<file path="src/hw/flash_cmd_pkg.sv">
package flash_cmd_pkg;

   // address, data and command widths as seen on the flash side
   typedef logic [23:0] flash_addr_t;
   typedef logic [31:0] flash_word_t;
   typedef logic [7:0]  flash_opcode_t;
   typedef logic [1:0]  req_kind_t;

   // request kinds on the request port
   localparam req_kind_t REQ_READ      = 2'd0;
   localparam req_kind_t REQ_FAST_READ = 2'd1;
   localparam req_kind_t REQ_READ_ID   = 2'd2;

   // command bytes
   localparam flash_opcode_t OP_READ      = 8'h03;
   localparam flash_opcode_t OP_FAST_READ = 8'h0B;  // needs 8 dummy bits after the address
   localparam flash_opcode_t OP_READ_ID   = 8'h9F;
   localparam flash_opcode_t OP_WAKE_UP   = 8'hAB;  // release from deep power down

   // one bus transfer as handed from the decoder to the shift engine
   typedef struct packed {
      flash_opcode_t opcode;
      flash_addr_t   addr;
      logic          send_addr;   // 24 address bits follow the opcode
      logic          dummy_byte;  // 8 dummy bits before the data
   } flash_xfer_t;

endpackage

</file>
<file path="src/hw/spi_timing_pkg.sv">
package spi_timing_pkg;

   // one spi bit spans this many system clocks
   localparam int BIT_CLKS          = 8;
   localparam int SCK_RISE_PHASE    = 4;   // sck falls again at phase 0
   localparam int MISO_SAMPLE_PHASE = 6;

   // settling time after the wake-up opcode
   localparam int WAKE_WAIT_CLKS    = 256;

   typedef logic [$clog2(BIT_CLKS)-1:0]       spi_phase_t;
   typedef logic [4:0]                        bit_cnt_t;   // up to 32 bits per segment
   typedef logic [$clog2(WAKE_WAIT_CLKS)-1:0] wake_cnt_t;

   typedef enum logic [2:0] {
      WAKE_SEND,
      WAKE_WAIT,
      IDLE,
      SEND_CMD,
      SEND_ADDR,
      DUMMY,
      RECEIVE
   } spi_state_t;

endpackage

</file>
<file path="src/hw/flash_request_decoder.sv">
`timescale 1ns/1ps

module flash_request_decoder
   import flash_cmd_pkg::*;
(
   input  logic        clk,
   input  logic        reset,
   input  logic        addr_en,
   input  flash_addr_t addr_data,
   input  req_kind_t   req_kind,
   input  logic        wake_done,
   input  logic        rd_release,
   output logic        addr_buffer_free,
   output logic        start,
   output flash_xfer_t xfer
);

   logic        busy;      // a request is in flight or its result is still held
   logic        accept;
   flash_xfer_t decoded;

   // no request is taken before the flash has woken up
   assign addr_buffer_free = wake_done & ~busy;
   assign accept           = addr_en & addr_buffer_free;

   // map the request kind onto the bus transfer
   always_comb begin
      decoded.addr = addr_data;
      case (req_kind)
         REQ_FAST_READ: begin
            decoded.opcode     = OP_FAST_READ;
            decoded.send_addr  = 1'b1;
            decoded.dummy_byte = 1'b1;
         end
         REQ_READ_ID: begin
            decoded.opcode     = OP_READ_ID;
            decoded.send_addr  = 1'b0;   // id comes straight after the opcode
            decoded.dummy_byte = 1'b0;
         end
         default: begin
            // plain read, also taken for an unknown kind
            decoded.opcode     = OP_READ;
            decoded.send_addr  = 1'b1;
            decoded.dummy_byte = 1'b0;
         end
      endcase
   end

   always_ff @(posedge clk) begin
      if (reset) begin
         busy  <= 1'b0;
         start <= 1'b0;
      end else begin
         start <= accept;          // one cycle after the strobe
         if (accept) begin
            busy <= 1'b1;
         end else if (rd_release) begin
            busy <= 1'b0;          // result taken, ready for the next request
         end
      end
   end

   always_ff @(posedge clk) begin
      if (accept) begin
         xfer <= decoded;
      end
   end

endmodule

</file>
<file path="src/hw/read_data_holder.sv">
`timescale 1ns/1ps

module read_data_holder
   import flash_cmd_pkg::*;
(
   input  logic        clk,
   input  logic        reset,
   input  logic        word_done,
   input  flash_word_t word,
   input  logic        rd_ack,
   output logic        rd_data_available,
   output flash_word_t rd_data,
   output logic        rd_release
);

   // ack only counts while a word is held, so this is a single cycle pulse
   assign rd_release = rd_data_available & rd_ack;

   always_ff @(posedge clk) begin
      if (reset) begin
         rd_data_available <= 1'b0;
      end else if (word_done) begin
         rd_data_available <= 1'b1;
      end else if (rd_release) begin
         rd_data_available <= 1'b0;
      end
   end

   // the engine cannot finish another word before the release, so the word stays put
   always_ff @(posedge clk) begin
      if (word_done) begin
         rd_data <= word;
      end
   end

endmodule

</file>
<file path="src/hw/spi_flash_reader.sv">
`timescale 1ns/1ps

module spi_flash_reader
   import flash_cmd_pkg::*;
(
   input  logic        clk,
   input  logic        reset,

   // request port
   input  logic        addr_en,
   input  flash_addr_t addr_data,
   input  req_kind_t   req_kind,
   output logic        addr_buffer_free,

   // result port
   output logic        rd_data_available,
   input  logic        rd_ack,
   output flash_word_t rd_data,

   // spi pins, mode 0
   output logic        spi_sck,
   output logic        spi_ss,
   output logic        spi_mosi,
   input  logic        spi_miso
);

   logic        start;
   flash_xfer_t xfer;
   logic        wake_done;
   logic        word_done;
   flash_word_t word;
   logic        rd_release;

   flash_request_decoder u_decoder (
      .clk              (clk),
      .reset            (reset),
      .addr_en          (addr_en),
      .addr_data        (addr_data),
      .req_kind         (req_kind),
      .wake_done        (wake_done),
      .rd_release       (rd_release),
      .addr_buffer_free (addr_buffer_free),
      .start            (start),
      .xfer             (xfer)
   );

   spi_shift_engine u_engine (
      .clk       (clk),
      .reset     (reset),
      .start     (start),
      .xfer      (xfer),
      .wake_done (wake_done),
      .word_done (word_done),
      .word      (word),
      .spi_sck   (spi_sck),
      .spi_ss    (spi_ss),
      .spi_mosi  (spi_mosi),
      .spi_miso  (spi_miso)
   );

   read_data_holder u_holder (
      .clk               (clk),
      .reset             (reset),
      .word_done         (word_done),
      .word              (word),
      .rd_ack            (rd_ack),
      .rd_data_available (rd_data_available),
      .rd_data           (rd_data),
      .rd_release        (rd_release)
   );

endmodule

</file>
<file path="src/hw/spi_shift_engine.sv">
`timescale 1ns/1ps

module spi_shift_engine
   import flash_cmd_pkg::*;
   import spi_timing_pkg::*;
(
   input  logic        clk,
   input  logic        reset,
   input  logic        start,
   input  flash_xfer_t xfer,
   output logic        wake_done,
   output logic        word_done,
   output flash_word_t word,
   output logic        spi_sck,
   output logic        spi_ss,
   output logic        spi_mosi,
   input  logic        spi_miso
);

   spi_state_t  state;
   spi_phase_t  phase;         // position inside the current bit
   bit_cnt_t    bit_cnt;       // bit index inside the current segment
   wake_cnt_t   wait_cnt;
   logic [31:0] shreg;         // opcode then address, msb leaves first
   logic        send_addr_q;
   logic        dummy_q;

   logic        launch;
   logic        bit_end;
   logic        seg_last;
   logic        sample;
   logic [31:0] launch_word;

   // the first cycle after reset starts the wake-up, later ones start on request
   assign launch      = (state == WAKE_SEND && spi_ss) || (state == IDLE && start);
   assign launch_word = (state == IDLE) ? {xfer.opcode, xfer.addr} : {OP_WAKE_UP, 24'h0};

   assign bit_end = ~spi_ss && phase == spi_phase_t'(BIT_CLKS - 1);
   assign sample  = ~spi_ss && state == RECEIVE && phase == spi_phase_t'(MISO_SAMPLE_PHASE);

   // last bit index of each segment
   always_comb begin
      case (state)
         SEND_ADDR: seg_last = bit_cnt == bit_cnt_t'(23);
         RECEIVE:   seg_last = bit_cnt == bit_cnt_t'(31);
         default:   seg_last = bit_cnt == bit_cnt_t'(7);   // opcode, dummy and wake-up
      endcase
   end

   always_ff @(posedge clk) begin
      if (reset) begin
         state     <= WAKE_SEND;
         phase     <= '0;
         bit_cnt   <= '0;
         wait_cnt  <= '0;
         spi_ss    <= 1'b1;
         spi_sck   <= 1'b0;
         spi_mosi  <= 1'b0;
         wake_done <= 1'b0;
         word_done <= 1'b0;
      end else begin
         word_done <= 1'b0;

         if (launch) begin
            // select the slave and put the first bit out, this is phase 0
            spi_ss   <= 1'b0;
            spi_sck  <= 1'b0;
            spi_mosi <= launch_word[31];
            phase    <= '0;
            bit_cnt  <= '0;
            if (state == IDLE) begin
               state <= SEND_CMD;
            end
         end else if (~spi_ss) begin
            phase <= phase + 1'b1;
            if (phase == spi_phase_t'(SCK_RISE_PHASE - 1)) begin
               spi_sck <= 1'b1;
            end

            if (bit_end) begin
               spi_sck <= 1'b0;   // falling edge together with the next mosi bit
               phase   <= '0;
               bit_cnt <= bit_cnt + 1'b1;

               if (!seg_last) begin
                  // dummy and data bits keep mosi low
                  spi_mosi <= (state == DUMMY || state == RECEIVE) ? 1'b0 : shreg[31];
               end else begin
                  bit_cnt  <= '0;
                  spi_mosi <= 1'b0;
                  case (state)
                     WAKE_SEND: begin
                        spi_ss <= 1'b1;
                        state  <= WAKE_WAIT;
                     end
                     SEND_CMD: begin
                        if (send_addr_q) begin
                           spi_mosi <= shreg[31];   // address msb
                           state    <= SEND_ADDR;
                        end else if (dummy_q) begin
                           state <= DUMMY;
                        end else begin
                           state <= RECEIVE;
                        end
                     end
                     SEND_ADDR: state <= dummy_q ? DUMMY : RECEIVE;
                     DUMMY:     state <= RECEIVE;
                     RECEIVE: begin
                        spi_ss    <= 1'b1;   // word complete, release the bus
                        word_done <= 1'b1;
                        state     <= IDLE;
                     end
                     default: state <= IDLE;
                  endcase
               end
            end
         end else if (state == WAKE_WAIT) begin
            wait_cnt <= wait_cnt + 1'b1;
            if (wait_cnt == wake_cnt_t'(WAKE_WAIT_CLKS - 1)) begin
               wait_cnt  <= '0;
               wake_done <= 1'b1;   // stays high from here on
               state     <= IDLE;
            end
         end
      end
   end

   // shift register, transfer flags and received word
   always_ff @(posedge clk) begin
      if (launch) begin
         shreg <= {launch_word[30:0], 1'b0};
         if (state == IDLE) begin
            send_addr_q <= xfer.send_addr;
            dummy_q     <= xfer.dummy_byte;
         end
      end else if (bit_end) begin
         shreg <= {shreg[30:0], 1'b0};
      end

      if (sample) begin
         word <= {word[30:0], spi_miso};   // msb arrives first
      end
   end

endmodule

</file>
<file path="config.mk">
export PLATFORM = sky130hd
export DESIGN_NAME = spi_flash_reader
export DESIGN_NICKNAME = d
export VERILOG_FILES = /design/src/hw/flash_cmd_pkg.sv /design/src/hw/spi_timing_pkg.sv /design/src/hw/flash_request_decoder.sv /design/src/hw/read_data_holder.sv /design/src/hw/spi_flash_reader.sv /design/src/hw/spi_shift_engine.sv
export SDC_FILE = /design/constraint.sdc
export NUM_CORES = 1
export LEC_CHECK = 0
export BUFFER_PORTS_ARGS = -buffer_cell sky130_fd_sc_hd__buf_2
export CAP_MARGIN = 20
export CORE_MARGIN = 8
export CORE_UTILIZATION = 55
export CTS_BUF_LIST = sky130_fd_sc_hd__clkbuf_8
export DETAILED_ROUTE_END_ITERATION = 7
export HOLD_SLACK_MARGIN = 0.05
export PLACE_DENSITY_LB_ADDON = 0.15
export SLEW_MARGIN = 0
export SYNTH_ARGS = -nofsm -noshare
export SYNTH_HDL_FRONTEND = slang
export SYNTH_SLANG_ARGS = --single-unit
</file>
<file path="constraint.sdc">
create_clock -name clk -period 7.1 [get_ports clk]
set_input_delay 1.42 -clock clk [delete_from_list [all_inputs] [get_ports clk]]
set_output_delay 1.42 -clock clk [all_outputs]
set_load 0.05 [all_outputs]
</file>
==> run metrics, run 1 <==
CTS Sinks=152; clock share of power=31.7%; Final TNS setup=0 ps; Final ANT Viol Nets=0; CP Launch Type=register; Highest Signal Layer=met4; relative slew slack=a little under three fifths; CP peak stage delay=740 ps; Unique masters post-synth=43; synth top area cells=edfxtp_1 (68%), dfxtp_1 (9.8%), a22o_1 (4.0%); mapped cell area=5530 sq um; VDD IR-drop max=around 0.16 mV; number of setup buffers added after CTS=0; CTS tree=yes; Switching Fraction=25.6%; Area growth syn-to-layout=16.8%; post-synthesis mux area share=0.181%; reg2reg end=u_engine.spi_mosi; max cap viols=0; Synth Area in Simple Gates=8.10%; gr usage total=14.8%; initial antenna violation count=0; total number of vias=3100; largest net degree at the start of global routing=35; post-layout util=between 60% and 70%; Crit. End Element=output port; cts hold-fix bufs=0; die area=~14000 sq um; Slew Viols, Final=0; flop2flop setup slack=4670 ps; most frequent cell after synthesis=edfxtp_1; min-delay src=u_decoder.xfer[0]; run status=completed; Psw=0.558 mW; TritonCTS buffer count=17; I/O pin count=68; crit path DAT=1560 ps; Routed WL=9330 microns; Post-Synthesis Cells=~360; Avg Cell Area, Syn=15.6 sq um; #FFs+latches synth=between 150 and 200; first-pass iteration count of the detailed router=4; worst hold slack=422 ps; YS warnings=0; PwrDens=337 nW/um^2; Worst path slowest cell=dfxtp_1; cell family with most CP delay=flip-flops; Internal Power=1.62 mW; Post-synth EDFFs=around 130; kind of critical path=reg2out; slew at the pin closest to its max-slew limit=646 ps; Worst Skew=12.3 ps; Die Ht=116 microns; Starting Density=between 50% and 60%; DP Wirelength=a little under 6000 microns; WHS Path Cells=0; core area=9770 sq um; f_max=336 MHz; Syn Nets=395; sequential power share=54.3%; total global routing overflow=0; combinational family with the most area after synthesis=compound AO/OA/AOI/OAI gates; CP bufs+invs=1; Post-CTS Resized=0; Worst-path clk slew=80 ps; reg2reg path depth=7; share of the yosys chip area belonging to registers=77.7%; CP cell instances=buf_2; minimum clock period=2980 ps; Synth area leader=edfxtp_1; RSZ-0062 raised after global routing=false; Core Rows=36; Comb power frac=13.9%; crit path max fanout=20; Die Wd=roughly 120 microns; Clock Root Buffer=clkbuf_8; worst hold path class=reg2reg; Met1 Wirelength=between 4000 and 5000 microns; Most used DFF post-synth=edfxtp_1; worst skew pair latency=440 ps; layout cells sized above 1=23.5%; Post-Synth XOR/XNOR Area=between 1.5 and 2%; wire length of the first global-routing pass=15100 microns; final hold violations=0; Iter 0 DRT Violations=248; WHS Endpoint=u_engine.dummy_q; Crit path required time=5680 ps; vias in the first global route=3063; Yosys top cell area share=67.9%; Synth Area in Adders=2.04%; H-tree depth=4; Synth Area in Compound Gates=8.37%; routability cong.=0.872; FFs w/ async S/R, synth=0%; Longest Clk Path Bufs=2; layout net count=between 400 and 500; DR vias/cell=approximately 5.4; Remaining DRCs=0; Final Cycle Share=41.9%; setup violators final=0; drt wl/cell=approximately 16 microns; DR WL met3=530 microns; commonest cells in the netlist=edfxtp_1 (125), dfxtp_1 (27), a22o_1 (25); I/O Buffers=67; Crit Reg-Reg Startpoint=u_engine.spi_ss; met2 WL post-DR=4510 microns; Ant. Diodes=0; Leak=2.37 nW
## power groups by stage
stage,sequential (mW),combinational (mW),clock (mW)
2_1_floorplan,1.18,0.240,0
3_3_place_gp,1.20,0.298,0
3_5_place_dp,1.20,0.305,0
4_1_cts,1.18,0.305,0.703
5_1_grt,1.20,0.337,0.740
6_report,1.18,0.304,0.691
## worst max path at each step
stage | endpoint | slack (ps) | depth (start not counted) | start
floorplan | u_engine.word[0] | 3470 | 3 | u_engine.spi_ss
global placement | u_decoder.xfer[13] | 4350 | 3 | addr_en
detailed placement | u_decoder.xfer[9] | 4340 | 3 | addr_en
CTS | spi_ss | 4110 | 1 | u_engine.spi_ss
global route | spi_ss | 4030 | 1 | u_engine.spi_ss
finish | spi_ss | 4120 | 1 | u_engine.spi_ss
## metal layers
layer | up-vias | GRT usage (%)
met2 | 102 | 22.4
met4 | 0 | 5.96
met3 | 9 | 5.02
li1 | 1487 | -
met1 | 1502 | 19.2
met5 | - | 0
## area by class of cell
type                            instances  area [sq um]
Sequential cell                       152          4290
Fill cell                             720          3320
Multi-Input combinational cell        175          1130
Timing Repair Buffer                   72           393
Clock buffer                           17           234
Clock inverter                         15           185
Tap cell                              133           166
Inverter                               15          56.3
## logic make-up after synthesis
logic type | Yosys count
and+or+nand+nor | 91
adders and majority gates | 9
muxes | 1
AOI/OAI and AO/OA | 64
DFF | 152
buffers and inverters | 28
xor gates and xnor gates | 10
## per-stage QoR
stage	cells	instance area, sq um	power [mW]	setup WS [ps]
final	579	6450	2.18	4120
after global routing	579	6450	2.27	4030
after CTS	578	6430	2.19	4110
after detailed placement	546	6010	1.50	4340
after global placement	546	6010	1.50	4350
after floorplan	355	5530	1.42	3470
## registers in the layout, indices dropped and copies added (netlist names), 3 cells and up
| name | flops |
|---|---|
| u_engine.bit_cnt | 5 |
| u_engine.word | 32 |
| u_engine.wait_cnt | 8 |
| u_decoder.xfer | 28 |
| u_engine.state | 3 |
| u_engine.shreg | 31 |
| u_engine.phase | 3 |
| u_holder.rd_data | 32 |
## placed cells by master, fill, tap and decap left out, drive strengths merged, types with 3 or more instances in the layout
cell | Yosys | routed
nand3 | 9 | 9
nand3b | 4 | 4
xnor2 | 3 | 3
a22o | 25 | 25
xor2 | 7 | 7
clkbuf | 6 | 17
inv | 15 | 18
clkinv | 0 | 5
nor2 | 23 | 23
clkinvlp | 0 | 3
nand4 | 3 | 3
a21oi | 16 | 16
buf | 7 | 72
o21ai | 6 | 6
nand2 | 24 | 24
ha | 9 | 9
dfxtp | 27 | 27
a31oi | 4 | 4
edfxtp | 125 | 125
bufinv | 0 | 4
nor3 | 11 | 11
nand2b | 4 | 4
Power figures use the tool's default switching activity.
==> run 2: changes to the inputs <==
==> constraint.sdc (replaced) <==
create_clock -name clk -period 2.9 [get_ports clk]
set_input_delay 0.58 -clock clk [delete_from_list [all_inputs] [get_ports clk]]
set_output_delay 0.58 -clock clk [all_outputs]
set_load 0.05 [all_outputs]
==> run metrics, run 2 (synthesis gave the netlist of run 1 again) <==
Iter 0 DRT Violations=235 (-5.2%); critical path startpoint=u_engine.state[1]; vias in the first global route=3000 (-2.1%); relative slew slack=67.0% (+10 points); Final TNS setup=0 ps (unchanged); Final Cycle Share=a little over two thirds; setup violators final=0 (unchanged); DP Wirelength=5830 microns (-0.63%); Leak=2.36 nW (-0.16%); first-pass iteration count of the detailed router=5 (+1); crit path DAT=2400 ps (+840 ps); core area=9770 sq um (unchanged); die area=13500 sq um (unchanged); PwrDens=818 nW/um^2 (+140%); max cap viols=0 (unchanged); I/O pin count=68 (unchanged); final instance area=6440 sq um (-0.25%); VDD IR-drop max=0.455 mV (+190%); worst hold path class=in2reg; fillers=699 (-2.9%); final hold violations=0 (unchanged); reg2reg path depth=6 (-1); Worst Skew=7.34 ps (-4.96 ps); total number of vias=3087 (-0.42%); Core Rows=36 (unchanged); Ant. Diodes=0 (unchanged); Routed WL=9030 microns (-3.2%); Crit Reg-Reg Startpoint=u_engine.state[1]; pre-CTS setup slack=920 ps (-3420 ps); Total Power=5.26 mW (+140%); initial antenna violation count=0 (unchanged); Die Wd=116 microns (unchanged); cts hold-fix bufs=0 (unchanged); worst skew pair latency=430 ps (about the same); number of setup buffers added after CTS=0 (unchanged); Remaining DRCs=0 (unchanged); Crit. End Element=register; H-tree depth=4 (unchanged); most common cell after layout, fill and taps aside=edfxtp_1; run status=completed; Slew Viols, Final=0 (unchanged); reg2reg end=u_engine.state[0]; gr usage total=14.2% (-0.54 points); slew at the pin closest to its max-slew limit=491 ps (-155 ps); layout net count=474 (+0.21%); CP Capture Point=u_engine.state[0]; crit path max fanout=33 (+65%); TritonCTS buffer count=17 (unchanged); Die Ht=116 microns (unchanged); total global routing overflow=0 (unchanged); worst hold slack=324 ps (-97.8 ps); f_max=490 MHz; DR vias/cell=5.32 (-0.59%); Top Registers=u_engine.word: 32 flops, u_holder.rd_data: 32 flops, u_engine.shreg: 31 flops; largest net degree at the start of global routing=34 (-2.9%); Longest Clk Path Bufs=2 (unchanged); minimum clock period=slightly above 2000 ps; CP Launch Type=register; Clock Root Buffer=clkbuf_8; wire length of the first global-routing pass=14500 microns (-3.7%); dpl cell area=6030 sq um (+0.35%); routability cong.=0.893 (+2.4%); flop2flop setup slack=860 ps (-3810 ps); CP cell instances=mux2i_1, or3_1, buf_4, a31oi_1, a21oi_1, a211oi_2; CTS Sinks=152 (unchanged); I/O Buffers=67 (unchanged); Area growth syn-to-layout=16.5%; Starting Density=56.6% (unchanged); commonest non-fill, non-tap cells in the layout=edfxtp_1 (125), buf_2 (67), dfxtp_1 (27); RSZ-0062 raised after global routing=false; Post-CTS Resized=0 (unchanged); Crit path required time=3250 ps (-2430 ps); kind of critical path=reg2reg; CP peak stage delay=630 ps (-110 ps); Worst-path clk slew=80 ps (about the same); Worst path slowest cell=dfxtp_1; Final ANT Viol Nets=0 (unchanged); slack of the critical path=859 ps (-3260 ps); CTS tree=yes; drt wl/cell=15.6 microns (-3.4%); layout cells sized above 1=23.9% (+0.39 points)
[run 2: changes by cell type in the layout (fill, tap and decap cells not counted)]
| cell | delta |
|---|---|
| clkinvlp_4 | +1 |
| nor3_4 | +1 |
| inv_6 | +2 |
| clkinv_2 | -2 |
| inv_1 | -1 |
| buf_16 | -1 |
| nor3_2 | -1 |
| buf_4 | +2 |
| bufinv_16 | -1 |
| clkinv_4 | +1 |
[run 2: area by class of cell]
type                            count  area, sq um  share of cell area (%)
Sequential cell                   152         4290                    66.7
Multi-Input combinational cell    175         1130                    17.6
Clock buffer                       17          234                    3.63
Timing Repair Buffer               73          380                    5.91
Clock inverter                     15          175                    2.72
Tap cell                          133          166                    2.58
Inverter                           15         56.3                   0.874
[run 2: worst min path at each step]
stage	start	to	slack, ps	depth (start not counted)
after floorplan	u_decoder.xfer[0]	u_engine.dummy_q	400	0
after global placement	u_engine.word[31]	u_holder.rd_data[31]	400	0
after detailed placement	u_engine.word[31]	u_holder.rd_data[31]	410	0
after CTS	spi_miso	u_engine.word[0]	300	1
after global routing	spi_miso	u_engine.word[0]	290	1
final	spi_miso	u_engine.word[0]	320	1
[run 2: stage by stage]
step                      util [%]  instances
after global placement        61.7        548
after floorplan                  -        355
after CTS                     65.9        580
after detailed placement      61.7        548
final                         65.9        580
after global routing          65.9        580
[run 2: metal layers]
metal / vias to the layer above / track usage [%] / wire [microns]
li1: 1491 / - / -
met1: 1477 / 18.3 / 4070
met2: 98 / 21.3 / 4270
met3: 21 / 4.60 / 544
met4: 0 / 7.17 / 153
met5: - / 0 / 0
[run 2: worst max-delay path, delay by kind of cell, from the launching register on]
family	cells	cell delay, ps
AO/OA/AOI/OAI	3	550
buffers and inverters	1	260
flip-flops	1	630
multiplexers	1	170
AND/OR/NAND/NOR	1	350
[run 2: power by group]
group / switching [mW] / total (mW) / internal (mW)
clock network: 0.769 / 1.62 / 0.852
registers: 0.139 / 2.87 / 2.73
logic: 0.455 / 0.769 / 0.314
total: 1.36 / 5.26 / 3.90
==> run 3: changes to the inputs <==
--- a/config.mk
+++ b/config.mk
@@ -8,7 +8,7 @@
 export BUFFER_PORTS_ARGS = -buffer_cell sky130_fd_sc_hd__buf_2
 export CAP_MARGIN = 20
 export CORE_MARGIN = 8
-export CORE_UTILIZATION = 55
+export CORE_UTILIZATION = 54
 export CTS_BUF_LIST = sky130_fd_sc_hd__clkbuf_8
 export DETAILED_ROUTE_END_ITERATION = 7
 export HOLD_SLACK_MARGIN = 0.05
==> constraint.sdc (replaced) <==
create_clock -name clk -period 1.74 [get_ports clk]
set_input_delay 0.348 -clock clk [delete_from_list [all_inputs] [get_ports clk]]
set_output_delay 0.348 -clock clk [all_outputs]
set_load 0.05 [all_outputs]
==> run metrics, run 3 (synthesis gave the netlist of run 1 again) <==
run status=completed; worst hold path class=in2reg; DR vias/cell=5.20 (-2.4%); Critical Path Stages=5 (-1); crit path DAT=2050 ps (-350 ps); reg2reg path depth=5 (-1); WHS Path Cells=1 (unchanged); CP cell instances=or3b_1, or3_4, a31oi_4, a21oi_2, a211oi_2; Final ANT Viol Nets=0 (unchanged); Top Registers=u_engine.word: 32 flops, u_holder.rd_data: 32 flops, u_engine.shreg: 31 flops; Worst Skew=10.8 ps (+3.49 ps); total number of vias=3118 (+1.0%); Crit Reg-Reg Startpoint=u_engine.state[0]; post-layout util=65.9% (about the same); busiest metal layer after global routing=met2; relative slew slack=62.0% (-5.0 points); die area=13700 sq um (+1.6%); CTS Sinks=152 (unchanged); max cap viols=0 (unchanged); CP peak stage delay=400 ps (-230 ps); Crit. End Element=register; wire length of the first global-routing pass=14800 microns (+2.1%); WHS Endpoint=u_decoder.xfer[13]; worst hold slack=87.2 ps (-237 ps); Worst-path clk slew=80 ps (about the same); Global Route met1 Usage=18.3% (-0.031 points); gr usage total=14.7% (+0.43 points); final hold violations=0 (unchanged); Leak=2.45 nW (+3.7%); RSZ-0062 raised after global routing=true; CP Launch Type=register; Total Power=9.03 mW (+71%); Starting Density=54.5% (-2.0 points); most common cell after layout, fill and taps aside=edfxtp_1; Worst path slowest cell=or3_4; vias in the first global route=3057 (+1.9%); Final Cycle Share=97.8% (+27 points); reg2reg end=u_engine.state[0]; minimum clock period=1700 ps (-340 ps); initial antenna violation count=0 (unchanged); total global routing overflow=0 (unchanged); cell family with most CP delay=simple AND/OR/NAND/NOR gates; flop2flop setup slack=40 ps (-820 ps); largest net degree at the start of global routing=35 (+2.9%); Longest Clk Path Bufs=2 (unchanged); TritonCTS buffer count=17 (unchanged); layout cells sized above 1=28.0% (+4.1 points); PwrDens=1350 nW/um^2 (+65%); slew at the pin closest to its max-slew limit=568 ps (+77.4 ps); H-tree depth=4 (unchanged); Final TNS setup=0 ps (unchanged); core area=10100 sq um (+3.7%); VDD IR-drop max=1.02 mV (+120%); commonest non-fill, non-tap cells in the layout=edfxtp_1 (125), buf_2 (66), a22o_1 (25); GRT met3 Usage=5.80% (+1.2 points); Area growth syn-to-layout=20.9%; Crit path required time=2080 ps (-1170 ps); drt wl/cell=15.7 microns (+0.88%); crit path max fanout=5 (-85%); Core Rows=37 (+2.8%); CP bufs+invs=0 (-1); DP Wirelength=6050 microns (+3.8%); first-pass iteration count of the detailed router=4 (-1); layout net count=491 (+3.6%); Slew Viols, Final=0 (unchanged); min-delay src=addr_data[11]; f_max=588 MHz (+20%); Ant. Diodes=0 (unchanged); number of setup buffers added after CTS=0 (unchanged); M2 GR Usage=22.5% (+1.2 points); I/O pin count=68 (unchanged); setup violators final=0 (unchanged); Die Wd=117 microns (+0.80%); kind of critical path=reg2reg; Routed WL=9430 microns (+4.4%); worst skew pair latency=440 ps (about the same); Clock Root Buffer=clkbuf_8; I/O Buffers=67 (unchanged); CTS tree=yes; Iter 0 DRT Violations=193 (-18%); Die Ht=117 microns (+0.80%); Remaining DRCs=0 (unchanged); routability cong.=0.829 (-7.1%)
## run 3: worst max path at each step
stage | slack (ps) | end | start
after floorplan | -200 | u_engine.word[0] | u_engine.spi_ss
after global placement | -30 | u_engine.spi_mosi | u_engine.state[0]
after detailed placement | -30 | u_engine.spi_mosi | u_engine.state[0]
after CTS | 30 | spi_ss | u_engine.spi_ss
after global routing | -10 | u_engine.state[0] | u_engine.state[0]
final | 40 | u_engine.state[0] | u_engine.state[0]
## run 3: layout make-up
type,count,area [sq um]
sequential,152,4300
fill,729,3460
multi-input combinational,176,1210
timing repair buffer,89,531
clock buffer,17,234
clock inverter,15,176
tap,136,170
inverter,15,62.6
## run 3: power breakdown
part / leakage, nW / switching, mW / internal, mW / total, mW
Sequential: 1.37 / 0.178 / 4.57 / 4.74
Combinational: 0.873 / 0.911 / 0.655 / 1.57
Clock: 0.205 / 1.30 / 1.42 / 2.72
## run 3: metrics by stage
stage | setup WS (ps) | instances | instance area (sq um)
after floorplan | -200 | 355 | 5600
after global routing | -12.5 | 600 | 6680
after CTS | 26.7 | 599 | 6630
after global placement | -31.5 | 561 | 6150
final | 39.0 | 600 | 6680
after detailed placement | -29.0 | 561 | 6150
## run 3: routing by layer
layer | up-vias | wire [microns]
li1 | 1534 | -
met1 | 1489 | 4200
met2 | 81 | 4630
met3 | 14 | 464
met4 | 0 | 136
met5 | - | 0
## run 3: repair_timing
action	CTS	global route
cloned	0	1
pin swaps	1	3
hold buffers	6	0
setup endpoints to repair	2	31
gates resized for setup	2	11
endpoints found under the hold margin	6	0
